`src/source/image_pkg.sv`:
```
// block image shared definitions

package image_pkg;

    ////////////////////////////////////////////////////////////////////////////
    // frame geometry
    ////////////////////////////////////////////////////////////////////////////
    localparam int IMG_W        = 320;
    localparam int IMG_H        = 240;
    localparam int BLK_DIM      = 8;
    localparam int BLK_PIXELS   = BLK_DIM * BLK_DIM;
    localparam int BLKS_PER_ROW = IMG_W / BLK_DIM;  // 40
    localparam int FRAME_PIXELS = IMG_W * IMG_H;    // 76800
    localparam int ADDR_W       = $clog2(FRAME_PIXELS);
    localparam int HIST_BINS    = 256;
    localparam int COUNT_W      = 32;

    typedef logic [7:0]         pixel_t;
    typedef logic [ADDR_W-1:0]  addr_t;
    typedef logic [COUNT_W-1:0] count_t;

    // task op codes, anything else is ignored
    typedef enum logic [15:0] {
        OP_STREAM    = 16'hA010,
        OP_HISTOGRAM = 16'hA040
    } task_op_e;

    ////////////////////////////////////////////////////////////////////////////
    // bundles
    ////////////////////////////////////////////////////////////////////////////
    typedef struct packed {
        logic   valid;
        pixel_t data;
    } pix_in_t;

    typedef struct packed {
        logic   en;
        addr_t  addr;
        pixel_t data;
    } buf_wr_t;

    typedef struct packed {
        logic        start;
        logic [15:0] op;  // raw code, may be unknown
    } task_cmd_t;

    typedef struct packed {
        logic   valid;
        pixel_t data;
    } raster_out_t;

    typedef struct packed {
        logic       valid;
        logic [7:0] bin;
        count_t     count;
    } hist_out_t;

endpackage

```
`src/source/block_placer.sv`:
```
// block to raster placer

`timescale 1ns/1ps

module block_placer (
    input  logic                clk_i,
    input  logic                rst_i,
    input  image_pkg::pix_in_t  pix_i,
    output image_pkg::buf_wr_t  wr_o,
    output logic                frame_done_o
);
    import image_pkg::*;

    logic [$clog2(BLK_DIM)-1:0]        col_in_blk;
    logic [$clog2(BLK_DIM)-1:0]        row_in_blk;
    logic [$clog2(BLKS_PER_ROW)-1:0]   blk_col;
    logic [$clog2(IMG_H/BLK_DIM)-1:0]  blk_row;
    logic [$clog2(IMG_H)-1:0]          pix_row;
    logic [$clog2(IMG_W)-1:0]          pix_col;
    logic                              blk_end;
    logic                              frame_end;
    addr_t                             wr_addr_d;

    logic   wr_en_q;
    addr_t  wr_addr_q;
    pixel_t wr_data_q;
    logic   frame_done_q;

    // block edge is a power of two, so the row and column just concatenate
    assign pix_row   = {blk_row, row_in_blk};
    assign pix_col   = {blk_col, col_in_blk};
    assign wr_addr_d = addr_t'(pix_row) * addr_t'(IMG_W) + addr_t'(pix_col);

    assign blk_end   = ({row_in_blk, col_in_blk} == 6'(BLK_PIXELS - 1));
    assign frame_end = blk_end && (blk_col == 6'(BLKS_PER_ROW - 1))
                     && (blk_row == 5'(IMG_H / BLK_DIM - 1));

    always_ff @(posedge clk_i) begin
        if (rst_i) begin
            col_in_blk   <= '0;
            row_in_blk   <= '0;
            blk_col      <= '0;
            blk_row      <= '0;
            wr_en_q      <= 1'b0;
            frame_done_q <= 1'b0;
        end else begin
            wr_en_q      <= pix_i.valid;
            frame_done_q <= pix_i.valid && frame_end;
            if (pix_i.valid) begin
                col_in_blk <= col_in_blk + 1'b1;  // wraps at 8
                if (col_in_blk == 3'(BLK_DIM - 1)) begin
                    row_in_blk <= row_in_blk + 1'b1;
                end
                if (blk_end) begin
                    if (blk_col == 6'(BLKS_PER_ROW - 1)) begin
                        blk_col <= '0;
                        blk_row <= frame_end ? '0 : blk_row + 1'b1;
                    end else begin
                        blk_col <= blk_col + 1'b1;
                    end
                end
            end
        end
    end

    always_ff @(posedge clk_i) begin
        wr_addr_q <= wr_addr_d;
        wr_data_q <= pix_i.data;
    end

    assign wr_o         = '{en: wr_en_q, addr: wr_addr_q, data: wr_data_q};
    assign frame_done_o = frame_done_q;

endmodule

```
`config.mk`:
```
export PLATFORM = sky130hd
export DESIGN_NAME = block_placer
export DESIGN_NICKNAME = d
export VERILOG_FILES = /design/src/source/image_pkg.sv /design/src/source/block_placer.sv
export SDC_FILE = /design/constraint.sdc
export NUM_CORES = 1
export LEC_CHECK = 0
export ABC_AREA = 1
export BUFFER_PORTS_ARGS = -buffer_cell sky130_fd_sc_hd__buf_4
export CAP_MARGIN = 20
export CORE_UTILIZATION = 30
export CTS_CLUSTER_SIZE = 24
export DETAILED_ROUTE_END_ITERATION = 8
export SYNTH_ARGS = -nofsm -noshare
export SYNTH_HDL_FRONTEND = slang
export SYNTH_SLANG_ARGS = --single-unit
```
`constraint.sdc`:
```
create_clock -name clk_i -period 2.9 [get_ports clk_i]
set_input_delay 0.29 -clock clk_i [delete_from_list [all_inputs] [get_ports clk_i]]
set_output_delay 0.29 -clock clk_i [all_outputs]
set_load 0.05 [all_outputs]
```
==> metrics.yaml <==
floorplan:
  die_h_um: 84.7
  coreArea_um2: 6460
  chipWidth_um: 84.7
  dieArea_um2: 7170
  ios: 38
  initial_core_util_pct: 31.8
  num_rows: 29
global_route:
  groute.usage.overall_pct: 12.1
  grt_max_degree: 14
  grt_antenna_before_repair: 0
  grt_overflow: 0
  grt_pass1_wl_um: 6780
  grt_pass1_vias: 1577
power:
  p_sw_mw: 0.271
  clkPwrFrac_pct: 43.6
  power_mw: 1.26
  seq_power_share_pct: 49.8
  swShare_pct: 21.6
  p_comb_share_pct: 6.6
  p_leak_nw: 1.28
  power.density_nw_per_um2: 494
  internal-power_mw: 0.985
  irDropWorstVdd_mv: 0.304
sta:
  finalHoldViolCount: 0
  period_needed_ns: 2.27
  rsz0062_at_grt: "false"
  setup_violations: 0
  setup_slack_ns: 0.632
  fin_crit_sh_pct: 78.2
  fmax_ghz: 0.441
  skew_ns: 0.00733
  hold_slack_ns: 0.0822
  tns_ns: 0
  tightest_slew_ns: 0.426
  slew_headroom_pct: 71.5
  maxSlewViolCount: 0
clock_network:
  clkSinkCount: 44
  cts.htree.levels: 2
  cts_tree: "built"
  cts_buffers: 5
  root_buffer: "clkbuf_8"
  ctsHoldBuffers: 0
  cts_setup_buffers: 0
  clk_path_buf_depth: 2
  cts.clk_slew.worst_paths_ns: 0.08
  ctsResizeCount: 0
  clkLatencyLatePin_ns: 0.30
final_layout:
  fin_util_pct: 39.4
  drive_gt1_share_pct: 17.8
  insertedDiodeCount: 0
  fillCellCount: 675
  most-common-layout-cells: "44 x nand2_1, 44 x dfxtp_1, 37 x buf_4"
  areaGrowthSynthToFinish_pct: 24.0
  fin_nets: 321
route:
  drt-initial-drc-count: 67
  drt-vias-per-instance: 4.49
  firstDrtPassIters: 6
  ant_nets: 0
  route.detailed.drc: 0
  avgRoutedWirePerCell_um: 10.6
  via_count: 1635
  wirelength_um: 3860
synth:
  ys_warn_count: 0
  yosysSeqAreaShare_pct: 43.0
  async_flop_share_pct: 0
  ys.flop_type: "dfxtp_1"
  synth_edf_count: 0
  synth_area_um2: 2050
  syn-instance-count: 245
  syn-num-nets: 279
  ys_types: 24
  ys_seq_elements: 44
  avgSynthCellArea_um2: 8.37
placed_design:
  gp_congestion: 0.776
  post-place-ws_ns: 0.659
  dp_hpwl_um: 2980
  port_buffers: 37
hold_path:
  whs_path_depth: 1
  hp-class: "in2reg"
  min_from: "pix_i[5]"
critical_path:
  cp_num_buf_inv: 1
  required_ns: 3.15
  startpoint: "blk_row[0]"
  endpoint_kind: "flop"
  critical_path_class: "reg2reg"
  start_kind: "flop"
  rr_startpoint: "blk_row[0]"
  reg2reg_depth: 10
  path_delay_family: "adder cells"
  crit_fanout: 6
  critPathSlowestCell: "dfxtp_1"
  cp_cell_sequence: "ha_1, ha_1, fa_1, xor2_1, inv_1, nor2_2, nand2_1, nor2_1, nand3_1, nand2_1"
  cp_num_cells: 10
  arrival_ns: 2.52
  cpPeakStageDelay_ns: 0.44
flow_run:
  cap_violations: 0
status:
  status: "finished clean"
-- metal layers --
metal	up-vias	global-route usage, %	part of all wire, %
met4	0	4.62	1.4
met2	38	19.2	43
met1	712	14.8	50
met3	6	4.52	5.7
li1	879	-	-
met5	-	0	0
-- area by class of cell --
class | instances | area, um^2 | area share (%)
Clock inverter | 2 | 60.1 | 2.36
Timing Repair Buffer | 37 | 278 | 10.9
Sequential cell | 44 | 881 | 34.6
Inverter | 33 | 129 | 5.07
Multi-Input combinational cell | 166 | 1030 | 40.5
Tap cell | 77 | 96.3 | 3.79
Clock buffer | 5 | 68.8 | 2.71
-- through the flow --
stage	std cells	cell area [um^2]
after floorplan	245	2050
after CTS	364	2540
final	364	2540
after global routing	364	2540
after detailed placement	357	2410
after global placement	357	2410
-- Yosys cell counts (2+ instances only) --
| cell type | instances | share of area [%] |
|---|---|---|
| dfxtp_1 | 44 | 43 |
| nand2_1 | 44 | 8.1 |
| inv_1 | 30 | 5.5 |
| nand3_1 | 23 | 5.6 |
| ha_1 | 21 | 13 |
| nor2_1 | 21 | 3.8 |
| a21oi_1 | 12 | 2.9 |
| xor2_1 | 11 | 4.7 |
| nand4_1 | 8 | 2.4 |
| o21ai_0 | 7 | 1.7 |
| nor3_1 | 5 | 1.2 |
| xnor2_1 | 4 | 1.7 |
| fa_1 | 2 | 2.0 |
| inv_2 | 2 | 0.37 |
| nor2_2 | 2 | 0.61 |
-- power by group through the flow --
stage	clock (mW)	sequential [mW]	combinational [mW]
finish	0.547	0.625	0.0829
global route	0.590	0.627	0.0876
CTS	0.562	0.626	0.0839
detailed placement	0	0.640	0.0839
global placement	0	0.639	0.0828
floorplan	0	0.674	0.0174
-- registers in the layout (all words and copies together) (netlist names) --
name,count
wr_data_q,8
wr_addr_q,17
frame_done_o,1
blk_row,5
blk_col,6
col_in_blk,3
row_in_blk,3
wr_en_q,1
-- path summary, 6_finish.rpt --
path                         to  slack, ns
setup / recovery  wr_addr_q[15]       0.63
hold / removal     wr_data_q[5]       0.08
setup reg to reg  wr_addr_q[15]       0.63
hold reg to reg    wr_addr_q[1]       0.38
-- logic make-up after synthesis --
family	synth area share, %
DFF	43.0
AOI/OAI and AO/OA	5.25
buffers and inverters	6.83
adders and majority gates	14.8
and+or+nand+nor	23.8
xor gates and xnor gates	6.41
(Power assumes the default switching activity.)
